## config.mk

```make
export PLATFORM = sky130hd
export DESIGN_NAME = disp_top
export DESIGN_NICKNAME = d
export VERILOG_FILES = /design/src/disp_pkg.sv /design/src/disp_if.sv /design/src/disp_regs.sv /design/src/digit_scan.sv /design/src/seg_encode.sv /design/src/disp_top.sv
export SDC_FILE = /design/constraint.sdc
export NUM_CORES = 1
export LEC_CHECK = 0
export BUFFER_PORTS_ARGS = -buffer_cell sky130_fd_sc_hd__buf_2
export CORE_ASPECT_RATIO = 1.4
export CORE_MARGIN = 2
export CORE_UTILIZATION = 28
export CTS_BUF_LIST = sky130_fd_sc_hd__clkbuf_16
export CTS_CLUSTER_SIZE = 25
export DETAILED_ROUTE_END_ITERATION = 8
export MAX_ROUTING_LAYER = met4
export PLACE_DENSITY = 0.54
export SLEW_MARGIN = 10
export SYNTH_ARGS = -nofsm -noshare
export SYNTH_HDL_FRONTEND = slang
export SYNTH_SLANG_ARGS = --single-unit
```

## constraint.sdc

```tcl
create_clock -name clk -period 6.8 [get_ports clk]
set_clock_uncertainty 0.1 [all_clocks]
set_input_delay 1.36 -clock clk [delete_from_list [all_inputs] [get_ports clk]]
set_output_delay 1.36 -clock clk [all_outputs]
set_load 0.05 [all_outputs]
```

## src/disp_pkg.sv

```systemverilog
package disp_pkg;

  parameter int DATA_W = 32;
  parameter int ADDR_W = 4;
  parameter int NUM_DIGITS = 8;

  typedef enum logic [ADDR_W-1:0] {
    REG_VALUE = 4'h0,
    REG_CTRL  = 4'h4
  } reg_addr_e;

  // Active low, one digit at a time
  typedef enum logic [NUM_DIGITS-1:0] {
    A0     = 8'b11111110,
    A1     = 8'b11111101,
    A2     = 8'b11111011,
    A3     = 8'b11110111,
    A4     = 8'b11101111,
    A5     = 8'b11011111,
    A6     = 8'b10111111,
    A7     = 8'b01111111,
    AN_OFF = 8'b11111111
  } anode_e;

  // Segments a..g, msb first, active low
  function automatic logic [6:0] hex_to_seg(input logic [3:0] nib);
    logic [6:0] pat;
    case (nib)
      4'h0: pat = 7'b0000001;
      4'h1: pat = 7'b1001111;
      4'h2: pat = 7'b0010010;
      4'h3: pat = 7'b0000110;
      4'h4: pat = 7'b1001100;
      4'h5: pat = 7'b0100100;
      4'h6: pat = 7'b0100000;
      4'h7: pat = 7'b0001111;
      4'h8: pat = 7'b0000000;
      4'h9: pat = 7'b0000100;
      4'ha: pat = 7'b0001000;
      4'hb: pat = 7'b1100000;
      4'hc: pat = 7'b0110001;
      4'hd: pat = 7'b1000010;
      4'he: pat = 7'b0110000;
      default: pat = 7'b0111000;
    endcase
    return pat;
  endfunction

endpackage

```

## src/disp_if.sv

```systemverilog
`timescale 1ns/1ns

interface digit_if
  import disp_pkg::*;
();

  logic [3:0] nibble;
  anode_e     anode;
  // Mask bit of this digit, or display disabled
  logic       blank;
  logic       valid;

  modport src(
    output nibble,
    output anode,
    output blank,
    output valid
  );

  modport dst(
    input nibble,
    input anode,
    input blank,
    input valid
  );

endinterface

```

## src/disp_regs.sv

```systemverilog
`timescale 1ns/1ns

module disp_regs
  import disp_pkg::*;
(
  input  logic                  clk,
  input  logic                  rst_n,
  input  logic [ADDR_W-1:0]     paddr,
  input  logic                  psel,
  input  logic                  penable,
  input  logic                  pwrite,
  input  logic [DATA_W-1:0]     pwdata,
  output logic [DATA_W-1:0]     prdata,
  output logic                  pready,
  output logic                  pslverr,
  output logic [DATA_W-1:0]     value,
  output logic                  enable,
  output logic [NUM_DIGITS-1:0] blank_mask
);

  reg_addr_e         addr;
  logic              access;
  logic              mapped;
  logic [DATA_W-1:0] ctrl_word;

  assign addr   = reg_addr_e'(paddr);
  assign access = psel && penable;

  always_comb begin
    case (addr)
      REG_VALUE: mapped = 1'b1;
      REG_CTRL:  mapped = 1'b1;
      default:   mapped = 1'b0;
    endcase
  end

  // Reserved bits always read as zero
  always_comb begin
    ctrl_word = '0;
    ctrl_word[0] = enable;
    ctrl_word[15:8] = blank_mask;
  end

  // Zero wait states
  assign pready  = access;
  assign pslverr = access && !mapped;

  always_comb begin
    prdata = '0;
    if (access && !pwrite) begin
      case (addr)
        REG_VALUE: prdata = value;
        REG_CTRL:  prdata = ctrl_word;
        default:   prdata = '0;
      endcase
    end
  end

  always_ff @(posedge clk) begin
    if (!rst_n) begin
      value      <= '0;
      enable     <= 1'b0;
      blank_mask <= '0;
    end else if (access && pwrite) begin
      case (addr)
        REG_VALUE: value <= pwdata;
        REG_CTRL: begin
          enable     <= pwdata[0];
          blank_mask <= pwdata[15:8];
        end
        default: ;
      endcase
    end
  end

endmodule

```

## src/digit_scan.sv

```systemverilog
`timescale 1ns/1ns

module digit_scan
  import disp_pkg::*;
#(
  parameter int SCAN_DIV = 1000
) (
  input  logic                  clk,
  input  logic                  rst_n,
  input  logic [DATA_W-1:0]     value,
  input  logic                  enable,
  input  logic [NUM_DIGITS-1:0] blank_mask,
  digit_if.src                  dig
);

  localparam int CNT_W = (SCAN_DIV > 1) ? $clog2(SCAN_DIV) : 1;

  logic [CNT_W-1:0]      cnt;
  logic                  tick;
  anode_e                state;
  anode_e                state_nxt;
  logic                  frame_start;
  logic [DATA_W-1:0]     snap_value;
  logic [NUM_DIGITS-1:0] snap_mask;
  logic [DATA_W-1:0]     value_sel;
  logic [NUM_DIGITS-1:0] mask_sel;
  logic [3:0]            nibble_sel;
  logic                  blank_sel;

  assign tick = enable && (cnt == CNT_W'(SCAN_DIV - 1));

  always_ff @(posedge clk) begin
    if (!rst_n || !enable || tick) begin
      cnt <= '0;
    end else begin
      cnt <= cnt + 1'b1;
    end
  end

  assign frame_start = tick && (state == AN_OFF || state == A7);

  always_comb begin
    state_nxt = state;
    if (!enable) begin
      state_nxt = AN_OFF;
    end else if (frame_start) begin
      state_nxt = A0;
    end else if (tick) begin
      // Rotate the low bit one digit up
      state_nxt = anode_e'({state[NUM_DIGITS-2:0], 1'b1});
    end
  end

  // Entering A0 uses the fresh copy, later digits the held one
  assign value_sel = frame_start ? value : snap_value;
  assign mask_sel  = frame_start ? blank_mask : snap_mask;

  always_comb begin
    nibble_sel = '0;
    blank_sel  = 1'b1;
    for (int i = 0; i < NUM_DIGITS; i++) begin
      if (!state_nxt[i]) begin
        nibble_sel = value_sel[4*i +: 4];
        blank_sel  = mask_sel[i];
      end
    end
  end

  always_ff @(posedge clk) begin
    if (!rst_n) begin
      state     <= AN_OFF;
      dig.anode <= AN_OFF;
      dig.valid <= 1'b0;
      dig.blank <= 1'b1;
    end else begin
      state     <= state_nxt;
      dig.anode <= state_nxt;
      dig.valid <= (state_nxt != AN_OFF);
      dig.blank <= blank_sel || !enable;
    end
  end

  always_ff @(posedge clk) begin
    if (frame_start) begin
      snap_value <= value;
      snap_mask  <= blank_mask;
    end
    dig.nibble <= nibble_sel;
  end

endmodule

```

## src/seg_encode.sv

```systemverilog
`timescale 1ns/1ns

module seg_encode
  import disp_pkg::*;
(
  input  logic                  clk,
  input  logic                  rst_n,
  digit_if.dst                  dig,
  output logic [NUM_DIGITS-1:0] an,
  output logic [6:0]            seg
);

  logic [6:0] seg_nxt;

  // Dark unless a live, unblanked digit
  always_comb begin
    if (dig.blank || !dig.valid) begin
      seg_nxt = '1;
    end else begin
      seg_nxt = hex_to_seg(dig.nibble);
    end
  end

  always_ff @(posedge clk) begin
    if (!rst_n) begin
      an  <= AN_OFF;
      seg <= '1;
    end else begin
      an  <= dig.anode;
      seg <= seg_nxt;
    end
  end

endmodule

```

## src/disp_top.sv

```systemverilog
`timescale 1ns/1ns

module disp_top
  import disp_pkg::*;
#(
  parameter int SCAN_DIV = 1000
) (
  input  logic                  clk,
  input  logic                  rst_n,
  input  logic [ADDR_W-1:0]     paddr,
  input  logic                  psel,
  input  logic                  penable,
  input  logic                  pwrite,
  input  logic [DATA_W-1:0]     pwdata,
  output logic [DATA_W-1:0]     prdata,
  output logic                  pready,
  output logic                  pslverr,
  output logic [NUM_DIGITS-1:0] an,
  output logic [6:0]            seg
);

  logic [DATA_W-1:0]     value;
  logic                  enable;
  logic [NUM_DIGITS-1:0] blank_mask;

  digit_if dig ();

  disp_regs u_regs (
    .clk        (clk),
    .rst_n      (rst_n),
    .paddr      (paddr),
    .psel       (psel),
    .penable    (penable),
    .pwrite     (pwrite),
    .pwdata     (pwdata),
    .prdata     (prdata),
    .pready     (pready),
    .pslverr    (pslverr),
    .value      (value),
    .enable     (enable),
    .blank_mask (blank_mask)
  );

  digit_scan #(
    .SCAN_DIV (SCAN_DIV)
  ) u_scan (
    .clk        (clk),
    .rst_n      (rst_n),
    .value      (value),
    .enable     (enable),
    .blank_mask (blank_mask),
    .dig        (dig.src)
  );

  seg_encode u_enc (
    .clk   (clk),
    .rst_n (rst_n),
    .dig   (dig.dst),
    .an    (an),
    .seg   (seg)
  );

endmodule

```

==> run summary, run 1 <==
The run finished with clean final reports. The clock latency on the worst-skew pair is 0.42 ns. Dividing the detail-routed wire length by the instance count gives 13.7 um. The worst register-to-register path begins at u_scan.cnt[0]. Highest clock rate: 0.206 GHz. The die is 165 um tall.

The tools report the sequential share of power as 44.2%. Summed over all failing endpoints, the final setup total negative slack is 0 ns. Type of the tightest min-delay check: reg2reg. The logs give 46.6% for the sequential area share after synthesis and 90 for the I/O pin count. For the worst setup path, the data arrival time is 3.39 ns.

The DRC violation count after routing came out at 0. The congestion estimate from routability-driven global placement came to 0.745. The run gives 0.0180 mm^2 as the placeable core region.

The tools report the finished layout cell area as 0.00636 mm^2. The Yosys warning count is 0, and the vias per cell is 4.55. The cts-stage hold buffer count was 0.

Setup repair after global routing left no endpoint under its margin. For this run, the detailed router's first-pass iteration total came to 4. Total count of max-transition violations in the final report: 0. The tools report the max-capacitance violation count as 0.

The run gives 0 as the total setup buffers inserted after CTS. The run gives 28.6% as the initial cell density of the core. The overall fraction of global-route tracks in use is 13.8%. The post-synthesis cell count was 595; the count of unique library cells instantiated by Yosys was 51.

The average instance in the mapped netlist occupies 8.67 um^2. The cell count after placement came out at 893. The logs give 5.34 ns for the data required time of the critical path and 4 for the number of H-tree levels. For the total count of hold-check failures in the final report, the log shows 0. Dividing the final minimum period by the clock period gives 71.3%. For the number of setup violations in the final report, the log shows 0.

The critical path contains buffers and inverters numbering 3 combined. The critical path class was in2out. The power per unit of standard cell area works out to 251 mW/mm^2. Clock-pin slew was measured on the worst setup and hold paths at 0.05 ns. The tools report the post-route core utilization as 35.3%.

The category of the worst setup path capture point is an output port. TritonCTS built the clock tree. The final period demand of the worst path is 4.85 ns. The logs give 1.28 mW for the internal portion of total power and 8870 um for the half-perimeter wire length after placement.

The first routing iteration left 193 violations. The number of gates resized after cts is 0, and the overall overflow remaining after global route is 0. The root buffer cell chosen for the clock tree is sky130_fd_sc_hd__clkbuf_16. In this run the worst path has a maximum fanout of 16.

For the number of diodes added for antenna fixing, the log shows 0. The run gives 12,700 um as the routed wire length. For this design the total switching power over the nets is 0.315 mW. The first global-routing pass estimated 20,600 um of wire. The final route contains 4,208 vias.

The run gives 120 as the total clock sinks. The flip-flop and latch count after synthesis came out at 120. The tools report the leakage power as 2.74 nW.

The tools report the buffer depth of the longest clock path as 2. The floorplan step set the die width to 119 um. The worst hold path begins at u_scan.snap_value[1].

IR analysis of the VDD net gives a maximum drop of 0.158 mV. The count of input and output buffers works out to 89. Traced cell by cell, the critical path runs through buf_2, nor3_1, and2_1, nand2b_1, nor2_1, buf_4, and2_1, buf_2.

The logs give 62 for the largest net degree at the start of global routing and 33.1% for the normalized max-slew margin. STA classifies the critical path startpoint as an input pin. Per report_power, the clock group accounts for 53.9% of the total.

The signed area change from the synthesized netlist to the final layout is 23.4%. The number of antenna violations at the first check in global routing is 0. The final standard cell count with taps included and fillers excluded was 925. The number of core rows was 58; the post-synth net total was 643. The worst-margin pin slew was 1.00 ns. The top cell family by delay on the critical path is simple AND/OR/NAND/NOR gates.

The via count of the first global-routing pass came out at 4,056. The proportion of total power due to net switching was 19.7%; the delay of the slowest cell on the worst path was 0.60 ns. Summing every instance area after synthesis gives 0.00516 mm^2.

The number of buffers inserted during clock tree synthesis is 17, and the layout net count is 720. The die covers 0.0195 mm^2. In this run the remaining antenna-violating nets after routing total 0.

The critical path starts at paddr[1]. For this design, the slowest cell found on the critical path is sky130_fd_sc_hd__nor2_1. The post-route netlist has 21.6% of its cells at a drive strength greater than 1. Summing all placed instances gives a cell area of 0.00579 mm^2. Per report_power, the combinational group accounts for 1.9% of the total.
-- worst reg2reg max path: cells and delay by family (launching register included) --
kind / cells / cell delay, ns
AO/OA/AOI/OAI: 4 / 1.03
AND/OR/NAND/NOR: 3 / 1.66
flip-flops: 1 / 0.37
adder cells (fa/ha/maj): 1 / 0.27
-- cell type report --
class	instances	area [um^2]
fillers	1980	11600
multi-input cells	427	2560
flip-flops and latches	120	2400
repair buffers	94	483
clock buffers	17	425
well taps	240	300
clock inverters	15	144
inverters	12	45.0
-- synth_stat cells (all sizes together) --
| cell | count | area share, % |
|---|---|---|
| mux2 | 16 | 3.6 |
| or2 | 2 | 0.24 |
| or3 | 7 | 0.85 |
| and2 | 26 | 3.2 |
| nor3 | 3 | 0.29 |
| o211ai | 2 | 0.29 |
| nand4b | 1 | 0.17 |
| nand2b | 10 | 1.2 |
| and3 | 7 | 0.85 |
| dfxtp | 120 | 47 |
| o21ai | 18 | 1.7 |
| o311ai | 2 | 0.34 |
| xor2 | 5 | 0.85 |
| a21oi | 6 | 0.58 |
| o221a | 1 | 0.22 |
| and3b | 1 | 0.17 |
| nand4 | 2 | 0.24 |
| o31a | 3 | 0.51 |
| nor3b | 1 | 0.15 |
| ha | 7 | 1.7 |
| a211oi | 1 | 0.24 |
| a221o | 1 | 0.19 |
| nand2 | 150 | 11 |
| a32o | 3 | 0.58 |
| o22ai | 5 | 0.61 |
| a21boi | 32 | 4.7 |
| nor4b | 2 | 0.46 |
| a311oi | 1 | 0.17 |
| or4b | 1 | 0.19 |
| xnor2 | 1 | 0.17 |
| nand3 | 19 | 1.8 |
| a31oi | 3 | 0.36 |
| o221ai | 1 | 0.17 |
| buf | 9 | 0.95 |
| nor2 | 33 | 2.5 |
| inv | 12 | 0.87 |
| o31ai | 2 | 0.29 |
| o2111ai | 1 | 0.17 |
| nor2b | 14 | 1.7 |
| a221oi | 6 | 1.0 |
| clkbuf | 27 | 2.0 |
| a211o | 3 | 0.51 |
| mux2i | 28 | 5.6 |
-- state kept, by name (all words and copies together), names as in the netlist --
signal / cells
u_regs.value: 32
u_scan.cnt: 10
u_scan.snap_mask: 8
u_enc.seg: 7
u_regs.enable: 1
u_scan.dig.valid: 1
u_scan.dig.nibble: 4
u_enc.an: 8
u_scan.dig.anode: 8
u_regs.blank_mask: 8
u_scan.dig.blank: 1
u_scan.snap_value: 32
-- layer usage --
metal | GRT usage [%] | vias to the layer above | wire (um)
met5 | - | - | 0
met2 | 22.5 | 100 | 6120
met4 | 6.39 | 0 | 148
met3 | 3.38 | 12 | 541
li1 | - | 2158 | -
met1 | 16.1 | 1938 | 5860
-- metrics by stage --
stage | total power [mW] | worst slack (ns) | hold slack, ns
after floorplan | 0.735 | 2.22 | 0.310
after global placement | 0.752 | 1.88 | 0.332
after detailed placement | 0.751 | 1.87 | 0.332
after CTS | 1.62 | 1.87 | 0.344
after global routing | 1.65 | 1.72 | 0.364
final | 1.60 | 1.95 | 0.339
-- cell families (layout without fill, tap and decap cells) --
logic type	count (synthesis)	count (layout)	synth area share, %
simple gates	279	279	25.1
mux	44	44	9.15
flops	120	120	46.6
fa+ha+maj	7	7	1.70
xor+xnor	6	6	1.02
compound gates	91	91	12.7
buf+inv	48	138	3.79
-- cell usage in the layout (no fill, tap or decap), types with 2 or more instances in the layout --
cell type / count
sky130_fd_sc_hd__a211o_1: 3
sky130_fd_sc_hd__a21boi_0: 32
sky130_fd_sc_hd__a21oi_1: 6
sky130_fd_sc_hd__a221oi_1: 6
sky130_fd_sc_hd__a31oi_1: 3
sky130_fd_sc_hd__a32o_1: 3
sky130_fd_sc_hd__and2_1: 26
sky130_fd_sc_hd__and3_1: 7
sky130_fd_sc_hd__buf_2: 89
sky130_fd_sc_hd__buf_4: 5
sky130_fd_sc_hd__bufinv_16: 3
sky130_fd_sc_hd__clkbuf_16: 17
sky130_fd_sc_hd__clkinv_1: 2
sky130_fd_sc_hd__clkinv_2: 7
sky130_fd_sc_hd__dfxtp_1: 120
sky130_fd_sc_hd__ha_1: 7
sky130_fd_sc_hd__inv_1: 15
sky130_fd_sc_hd__mux2_2: 15
sky130_fd_sc_hd__mux2i_1: 26
sky130_fd_sc_hd__mux2i_2: 2
sky130_fd_sc_hd__nand2_1: 148
sky130_fd_sc_hd__nand2_2: 2
sky130_fd_sc_hd__nand2b_1: 10
sky130_fd_sc_hd__nand3_1: 19
sky130_fd_sc_hd__nand4_1: 2
sky130_fd_sc_hd__nor2_1: 31
sky130_fd_sc_hd__nor2b_1: 14
sky130_fd_sc_hd__nor3_1: 3
sky130_fd_sc_hd__o211ai_1: 2
sky130_fd_sc_hd__o21ai_0: 18
sky130_fd_sc_hd__o22ai_1: 5
sky130_fd_sc_hd__o311ai_0: 2
sky130_fd_sc_hd__o31a_1: 3
sky130_fd_sc_hd__o31ai_1: 2
sky130_fd_sc_hd__or2_2: 2
sky130_fd_sc_hd__or3_1: 7
sky130_fd_sc_hd__xor2_1: 5
-- power by group through the flow --
stage          combinational [mW]  clock [mW]  sequential [mW]
2_1_floorplan              0.0147           0            0.720
4_1_cts                    0.0311       0.886            0.706
3_5_place_dp               0.0310           0            0.720
5_1_grt                    0.0332       0.914            0.705
3_3_place_gp               0.0312           0            0.721
6_report                   0.0304       0.861            0.706
-- worst paths after layout --
kind / endpoint / slack (ns) / cells past startpoint
setup / recovery: prdata[19] / 1.95 / 8
hold / removal: u_scan.snap_value[1] / 0.34 / 2
setup reg to reg: u_scan.dig.nibble[2] / 3.23 / 8
hold reg to reg: u_scan.snap_value[1] / 0.34 / 2
No activity file was read; power rests on OpenSTA's default activity.
==> run 2: changes to the inputs <==
--- a/config.mk
+++ b/config.mk
@@ -5,6 +5,7 @@
 export SDC_FILE = /design/constraint.sdc
 export NUM_CORES = 1
 export LEC_CHECK = 0
+export ABC_AREA = 1
 export BUFFER_PORTS_ARGS = -buffer_cell sky130_fd_sc_hd__buf_2
 export CORE_ASPECT_RATIO = 1.4
 export CORE_MARGIN = 2
@@ -13,7 +14,7 @@
 export CTS_CLUSTER_SIZE = 25
 export DETAILED_ROUTE_END_ITERATION = 8
 export MAX_ROUTING_LAYER = met4
-export PLACE_DENSITY = 0.54
+export PLACE_DENSITY = 0.55
 export SLEW_MARGIN = 10
 export SYNTH_ARGS = -nofsm -noshare
 export SYNTH_HDL_FRONTEND = slang
==> constraint.sdc (replaced) <==
create_clock -name clk -period 4.3 [get_ports clk]
set_clock_uncertainty 0.1 [all_clocks]
set_input_delay 0.86 -clock clk [delete_from_list [all_inputs] [get_ports clk]]
set_output_delay 0.86 -clock clk [all_outputs]
set_load 0.05 [all_outputs]
==> run 2 against run 1 <==
Power is 55% higher. Wire length up 7.9%. Worst setup slack got worse by 0.95 ns. Largest cell class is now flip-flops and latches. Sequential power grew 59%. Worst hold slack gained 0.0076 ns. Via count is 9.8% higher. Die area is 0.38% lower. Highest routed layer unchanged. Largest power group unchanged. Sequential share of layout area rose by 0.25 points. Utilization down 0.23 points. Count of clock-buffer cells in the layout unchanged. Synthesized cell count increased by 18%. Critical path depth down 1.
==> run summary, run 2 <==
Cell count after placement: 1,007 (was 893). The run gives 0.00240 mm^2 (unchanged) as the area used by sequential logic in the layout. The tools report the number of diodes added for antenna fixing as 0 (unchanged). Biggest registers after layout: u_regs.value: 32 flops, u_scan.snap_value: 32 flops, u_scan.cnt: 10 flops (unchanged).

The total count of max-transition violations in the final report is 0 (unchanged). The number of gates resized after cts is 0 (unchanged). The global placer's final weighted congestion came out at 0.814 (was 0.745). The endpoint of the worst hold path was u_scan.cnt[0] (was u_scan.snap_value[1]). The total setup buffers inserted after CTS is 0 (unchanged), and the buffer depth of the longest clock path is 2 (unchanged). Cell types with the largest area share after synthesis: sky130_fd_sc_hd__dfxtp_1, sky130_fd_sc_hd__nand2_1, sky130_fd_sc_hd__nor2_1 (was sky130_fd_sc_hd__dfxtp_1, sky130_fd_sc_hd__nand2_1, sky130_fd_sc_hd__mux2i_1).

The logs give 0 (unchanged) for the Yosys warning count and 43 (was 62) for the largest net degree at the start of global routing. The clock input transition at the sequential cells of the worst setup and hold paths works out to 0.05 ns (about the same). The worst-margin pin slew was 0.630 ns (was 1.00 ns).

Among the stages of the critical path, the cell type that occurs most often is sky130_fd_sc_hd__buf_2. Setup repair after global routing left no endpoint under its margin. The number of filler instances in the final layout is 2,035 (was 1,980), and the ratio of cells with drive above 1 in the final layout is 19.3% (was 21.6%). The setup TNS came out at 0 ns (unchanged).

The flip-flop and latch count after synthesis is 120 (unchanged), and the post-synth net total is 748 (was 643). Based on the critical path, the design can be clocked at up to 0.303 GHz. The wire length of the first global-routing pass is 22,100 um (was 20,600 um). The placeable core region is 0.0180 mm^2 (unchanged).

The arrival time of data at the critical path endpoint came out at 2.34 ns (was 3.39 ns). The delay of the slowest cell on the worst path is 0.34 ns (was 0.60 ns). Most frequent cells after synthesis: sky130_fd_sc_hd__nand2_1, sky130_fd_sc_hd__dfxtp_1, sky130_fd_sc_hd__nor2_1 (was sky130_fd_sc_hd__nand2_1, sky130_fd_sc_hd__dfxtp_1, sky130_fd_sc_hd__a21boi_0, sky130_fd_sc_hd__nor2_1, sky130_fd_sc_hd__clkbuf_1). The standard cell area after detailed placement was 0.00578 mm^2 (was 0.00579 mm^2); the total clock sinks was 120 (unchanged).

The mean routed wirelength per cell was 13.2 um (was 13.7 um); the count of unique library cells instantiated by Yosys was 38 (was 51). The commonest non-fill, non-tap cell in the layout is sky130_fd_sc_hd__nand2_1 (unchanged). The power per unit of standard cell area is 393 mW/mm^2 (was 251 mW/mm^2), and the number of core rows is 58 (unchanged). Worst path cell trace: buf_2, nor2_1, nand2_1, nor2_2, inv_2, nor3b_1, buf_2 (was buf_2, nor3_1, and2_1, nand2b_1, nor2_1, buf_4, and2_1, buf_2). The overall die area came out at 0.0195 mm^2 (about the same). The end of the worst register-to-register path was u_scan.dig.nibble[3] (was u_scan.dig.nibble[2]).

The tools report the first-pass detailed-route iteration total as 6 (was 4). The worst hold path depth is 1 (was 2). The largest fanout on the critical path works out to 17 (was 16).

The most used standard cell by instance count after synthesis was sky130_fd_sc_hd__nand2_1 (unchanged). The highest ir drop seen on vdd is 0.236 mV (was 0.158 mV). The die boundary width is 118 um (was 119 um), and the number of H-tree levels is 4 (unchanged). The run gives 0 (unchanged) as the number of setup violations in the final report.

TritonCTS built the clock tree. The area of combinational cells with multiple inputs is 0.00225 mm^2 (was 0.00256 mm^2). Beginning of the worst hold path: u_scan.cnt[0] (was u_scan.snap_value[1]). The layout net count came out at 834 (was 720). The DRC violation count after routing is 0 (unchanged). The vias per cell was 4.45 (was 4.55).

The root buffer selected by CTS is sky130_fd_sc_hd__clkbuf_16 (unchanged). Most frequent cells in the layout: sky130_fd_sc_hd__nand2_1, sky130_fd_sc_hd__dfxtp_1, sky130_fd_sc_hd__buf_2 (unchanged). The tools report the reg-to-reg critical path startpoint as u_scan.cnt[0] (unchanged).

Type of the tightest min-delay check: reg2reg (unchanged). The overall overflow remaining after global route is 0 (unchanged), and the synthesized area per cell is 7.34 um^2 (was 8.67 um^2). The signed area change from the synthesized netlist to the final layout is 23.0% (was 23.4%), and the data required time of the critical path is 3.34 ns (was 5.34 ns).

Number of buffers inserted during clock tree synthesis: 17 (unchanged). The die height is 164 um (was 165 um), and the final standard cell count with taps included and fillers excluded is 1,038 (was 925). The post-synth design cell area was 0.00514 mm^2 (was 0.00516 mm^2); the final clock period utilization by the worst path was 76.8%. The post-synthesis cell count is 700 (was 595), and the routed wire length is 13,700 um (was 12,700 um). The run gives 4,286 (was 4,056) as the via count of the first global-routing pass. The sequential area share after synthesis is 46.8% (was 46.6%). The logs give 232 (was 193) for the first-iteration detailed-routing DRC count and 0.00632 mm^2 (was 0.00636 mm^2) for the finished layout cell area. The total count of hold-check failures in the final report is 0 (unchanged), and the count of flip-flops with a built-in enable after synthesis is 0 (unchanged).

Main flop type after synthesis: sky130_fd_sc_hd__dfxtp_1 (unchanged). The tools report the normalized max-slew margin as 57.7% (was 33.1%). The startpoint class of the critical path was an input pin (unchanged). The flow ran to the end, and the final reports show no timing, DRC or antenna violations. After layout, the minimum clock period comes to 3.30 ns. Initial cell density of the core: 28.5% (was 28.6%). The tools report the category of the worst setup path capture point as an output port (unchanged). The critical path class is in2out (unchanged).

The count of input and output buffers was 89 (unchanged). The setup slack of the worst register-to-register path is 1.79 ns (was 3.23 ns), and the leakage power is 2.83 nW (was 2.74 nW). The async set or reset register ratio after synthesis was 0% (unchanged); the overall fraction of global-route tracks in use was 15.0% (was 13.8%). The area share of the largest cell type after synthesis came out at 46.8% (was 46.6%). The total power after layout was 2.48 mW (was 1.60 mW); the I/O pin count was 90 (unchanged). The number of nets still failing antenna checks after routing is 0 (unchanged), and the number of antenna violations at the first check in global routing is 0 (unchanged). The vias after detailed routing is 4,622 (was 4,208), and the number of cells traversed by the worst register-to-register path is 17 (was 8). The tools report the clock latency on the worst-skew pair as 0.41 ns (was 0.42 ns). The max-capacitance violation count was 0 (unchanged). The half-perimeter wire length after placement came out at 9940 um (was 8870 um). The largest area contributor in the netlist was sky130_fd_sc_hd__dfxtp_1 (unchanged). The cell with the biggest individual delay on the critical path was sky130_fd_sc_hd__nor2_2 (was sky130_fd_sc_hd__nor2_1). The cts-stage hold buffer count was 0 (unchanged).
run 2: cell count changes after synthesis, sizes merged, moves of 14 or more:
cell / delta
nor3: +19
nor2: +54
a21oi: +48
mux2: -16
nor2b: -14
a21boi: -32
mux2i: -24
o21ai: +60
inv: +74
and2: -26
run 2: cell type report:
class | instances | share of cell area [%]
Clock buffer | 17 | 6.73
Clock inverter | 14 | 1.86
Inverter | 87 | 5.17
Multi-Input combinational cell | 464 | 35.6
Sequential cell | 120 | 38.0
Tap cell | 240 | 4.75
Timing Repair Buffer | 96 | 7.88
run 2: logic make-up (layout without fill, tap and decap cells):
kind of cell	after synthesis	after routing	synth area share (%)
muxes	4	4	0.780
AOI/OAI and AO/OA	145	145	15.6
buffers and inverters	116	214	9.43
adders and majority gates	7	7	1.71
DFF	120	120	46.8
and+or+nand+nor	308	308	25.7
run 2: layer usage:
layer / global-route usage [%] / vias up / share of wire [%]
met5: - / - / 0
met1: 17.2 / 2095 / 43
li1: - / 2420 / -
met2: 25.1 / 81 / 51
met4: 7.52 / 0 / 3.0
met3: 2.74 / 26 / 3.1
run 2: through the flow:
step	hold slack (ns)	worst slack, ns	util [%]
floorplan	0.317	0.567	-
global placement	0.327	1.05	32.1
detailed placement	0.335	1.00	32.1
CTS	0.350	0.993	35.1
global route	0.367	0.788	35.1
finish	0.347	0.996	35.1
run 2: how the worst max path moves through the flow:
stage	depth (start not counted)	slack, ns	endpoint	from
finish	7	1.0	prdata[19]	paddr[1]
global route	7	0.79	prdata[19]	paddr[1]
CTS	7	0.99	prdata[19]	paddr[1]
detailed placement	7	1.00	prdata[19]	paddr[1]
global placement	7	1.05	prdata[19]	paddr[1]
floorplan	5	0.57	prdata[17]	psel
run 2: critical path: cells and delay by family:
kind                   cells  cell delay [ns]
AND/OR/NAND/NOR            4             0.83
buffers and inverters      3             0.65
run 2: power by group:
part / total, mW / switching (mW) / internal (mW) / leakage (nW)
registers: 1.12 / 0.00177 / 1.12 / 0.968
logic: 0.0567 / 0.0362 / 0.0204 / 1.59
clock network: 1.31 / 0.479 / 0.829 / 0.271
==> run 3: changes to the inputs <==
==> constraint.sdc (replaced) <==
create_clock -name clk -period 2.75 [get_ports clk]
set_clock_uncertainty 0.1 [all_clocks]
set_input_delay 0.55 -clock clk [delete_from_list [all_inputs] [get_ports clk]]
set_output_delay 0.55 -clock clk [all_outputs]
set_load 0.05 [all_outputs]
==> run 3 against run 2 <==
Sequential share of layout area is 0.098 points higher. Non-clock buffer count up 4. Critical path depth is 1 higher. Critical path type unchanged. Largest cell class unchanged. Largest power group unchanged.
==> run summary, run 3 (synthesized netlist as in run 2, its figures left out) <==
The count of input and output buffers came out at 89 (unchanged). The total count of hold-check failures in the final report is 0 (unchanged), and the number of filler instances in the final layout is 2,021 (was 2,035). Reg-to-reg critical path startpoint: u_scan.cnt[0] (unchanged).

The ratio of cells with drive above 1 in the final layout is 19.4% (was 19.3%), and the layout net count is 838 (was 834). TritonCTS built the clock tree. The run gives 0 (unchanged) as the total count of max-transition violations in the final report.

Commonest non-fill, non-tap cell in the layout: sky130_fd_sc_hd__nand2_1 (unchanged). The final clock period utilization by the worst path works out to 90.2%. Startpoint class of the critical path: an input pin (unchanged).

Biggest registers after layout: u_regs.value: 32 flops, u_scan.snap_value: 32 flops, u_scan.cnt: 10 flops (unchanged). Most frequent cells in the layout: sky130_fd_sc_hd__nand2_1, sky130_fd_sc_hd__dfxtp_1, sky130_fd_sc_hd__inv_1, sky130_fd_sc_hd__buf_2, sky130_fd_sc_hd__nor2_1 (was sky130_fd_sc_hd__nand2_1, sky130_fd_sc_hd__dfxtp_1, sky130_fd_sc_hd__buf_2). The logs give 0.00582 mm^2 (was 0.00578 mm^2) for the standard cell area after detailed placement and 0 (unchanged) for the number of nets still failing antenna checks after routing. Number of H-tree levels: 4 (unchanged). The critical path class was in2out (unchanged). The worst-margin pin slew was 0.814 ns (was 0.630 ns); the via count of the first global-routing pass was 4,425 (was 4,286). The tools report the beginning of the worst hold path as pwdata[5] (was u_scan.cnt[0]). The clock input transition at the sequential cells of the worst setup and hold paths was 0.05 ns (about the same); the die boundary width was 118 um (unchanged). The normalized max-slew margin was 45.7% (was 57.7%). The number of gates resized after cts is 0 (unchanged). Setup repair after global routing left no endpoint under its margin. The highest ir drop seen on vdd came out at 0.362 mV (was 0.236 mV).

The overall fraction of global-route tracks in use is 15.2% (was 15.0%). Category of the worst setup path capture point: an output port (unchanged). The die height is 164 um (unchanged), and the number of buffers inserted during clock tree synthesis is 17 (unchanged). For the first-pass detailed-route iteration total, the log shows 4 (was 6). The type of the tightest min-delay check was in2reg (was reg2reg).

The highest clock rate was 0.403 GHz; the signed area change from the synthesized netlist to the final layout was 22.7% (was 23.0%). Vias per cell: 4.40 (was 4.45). The run gives 0 (unchanged) as the number of setup violations in the final report. The largest fanout on the critical path was 10 (was 17).

The logs give 120 (unchanged) for the total clock sinks and 2.86 nW (was 2.83 nW) for the leakage power. The run gives 28.5% (unchanged) as the initial cell density of the core. The flow ran to the end, and the final reports show no timing, DRC or antenna violations.

The wire length of the first global-routing pass came out at 22,300 um (was 22,100 um). Total setup buffers inserted after CTS: 0 (unchanged). For the routed wire length, the log shows 13,900 um (was 13,700 um). The clock latency on the worst-skew pair was 0.41 ns (about the same); the power per unit of standard cell area was 582 mW/mm^2 (was 393 mW/mm^2). The tools report the worst setup path startpoint as paddr[1] (unchanged). Buffer depth of the longest clock path: 2 (unchanged). The data required time of the critical path was 2.10 ns (was 3.34 ns); the finished layout cell area was 0.00630 mm^2 (was 0.00632 mm^2). The tools report the vias after detailed routing as 4,591 (was 4,622).

Number of diodes added for antenna fixing: 0 (unchanged). The mean routed wirelength per cell was 13.3 um (was 13.2 um); the first-iteration detailed-routing DRC count was 245 (was 232). The largest net degree at the start of global routing came out at 54 (was 43). The max-capacitance violation count was 0 (unchanged); the cts-stage hold buffer count was 0 (unchanged). The run gives 58 (unchanged) as the number of core rows. The number of antenna violations at the first check in global routing came out at 0 (unchanged). The arrival time of data at the critical path endpoint is 1.83 ns (was 2.34 ns). The overall die area came out at 0.0195 mm^2 (unchanged). I/O pin count: 90 (unchanged). The DRC violation count after routing was 0 (unchanged).

Subtracting the final worst setup slack from the clock period gives 2.48 ns. The overall overflow remaining after global route is 0 (unchanged). The global placer's final weighted congestion came out at 0.798 (was 0.814). The half-perimeter wire length after placement is 10,300 um (was 9940 um). The root buffer selected by CTS was sky130_fd_sc_hd__clkbuf_16 (unchanged).

The placeable core region was 0.0180 mm^2 (unchanged); the total power after layout was 3.67 mW (was 2.48 mW).
-- run 3: where the power goes --
group	leakage (nW)	total [mW]	switching [mW]	internal [mW]
logic	1.61	0.0915	0.0575	0.0339
registers	0.968	1.75	0.00283	1.75
clock network	0.274	1.83	0.732	1.10
total	2.86	3.67	0.792	2.88
-- run 3: worst max-delay path, cell delays in order --
cell and delay, ns:
sky130_fd_sc_hd__buf_2 0.09, sky130_fd_sc_hd__nor2_1 0.16, sky130_fd_sc_hd__nand2_1 0.09, sky130_fd_sc_hd__nor2_2 0.14, sky130_fd_sc_hd__buf_4 0.21, sky130_fd_sc_hd__nand2_1 0.07, sky130_fd_sc_hd__a21oi_1 0.21, sky130_fd_sc_hd__buf_2 0.30
-- run 3: layout make-up --
cell class | count | area (um^2) | area share, %
clock buffer | 17 | 425 | 6.75
tap | 240 | 300 | 4.76
inverter | 87 | 327 | 5.18
timing repair buffer | 100 | 528 | 8.38
clock inverter | 15 | 60.1 | 0.953
multi-input combinational | 464 | 2260 | 35.9
sequential | 120 | 2400 | 38.1
-- run 3: path summary, 6_finish.rpt --
check	to	slack, ns	cells after the start
worst max-delay path	prdata[12]	0.27	8
worst max register to register	u_scan.dig.nibble[3]	0.37	18
worst min-delay path	u_regs.value[5]	0.26	3
worst min register to register	u_scan.cnt[0]	0.35	1
-- run 3: per-stage QoR --
| stage | instances | hold WS, ns | util [%] | setup TNS [ns] | setup slack [ns] |
|---|---|---|---|---|---|
| after floorplan | 700 | 0.317 | - | -5.69 | -0.363 |
| after global placement | 1011 | 0.328 | 32.3 | 0 | 0.291 |
| after detailed placement | 1011 | 0.336 | 32.3 | 0 | 0.287 |
| after CTS | 1043 | 0.244 | 35.0 | 0 | 0.280 |
| after global routing | 1043 | 0.250 | 35.0 | 0 | 0.0896 |
| final | 1043 | 0.263 | 35.0 | 0 | 0.271 |
-- run 3: metal layers --
metal	track usage, %	vias up	routed length [um]
met2	27.0	73	7290
li1	-	2421	-
met5	-	-	0
met4	6.06	0	228
met3	3.75	13	429
met1	16.3	2084	5970
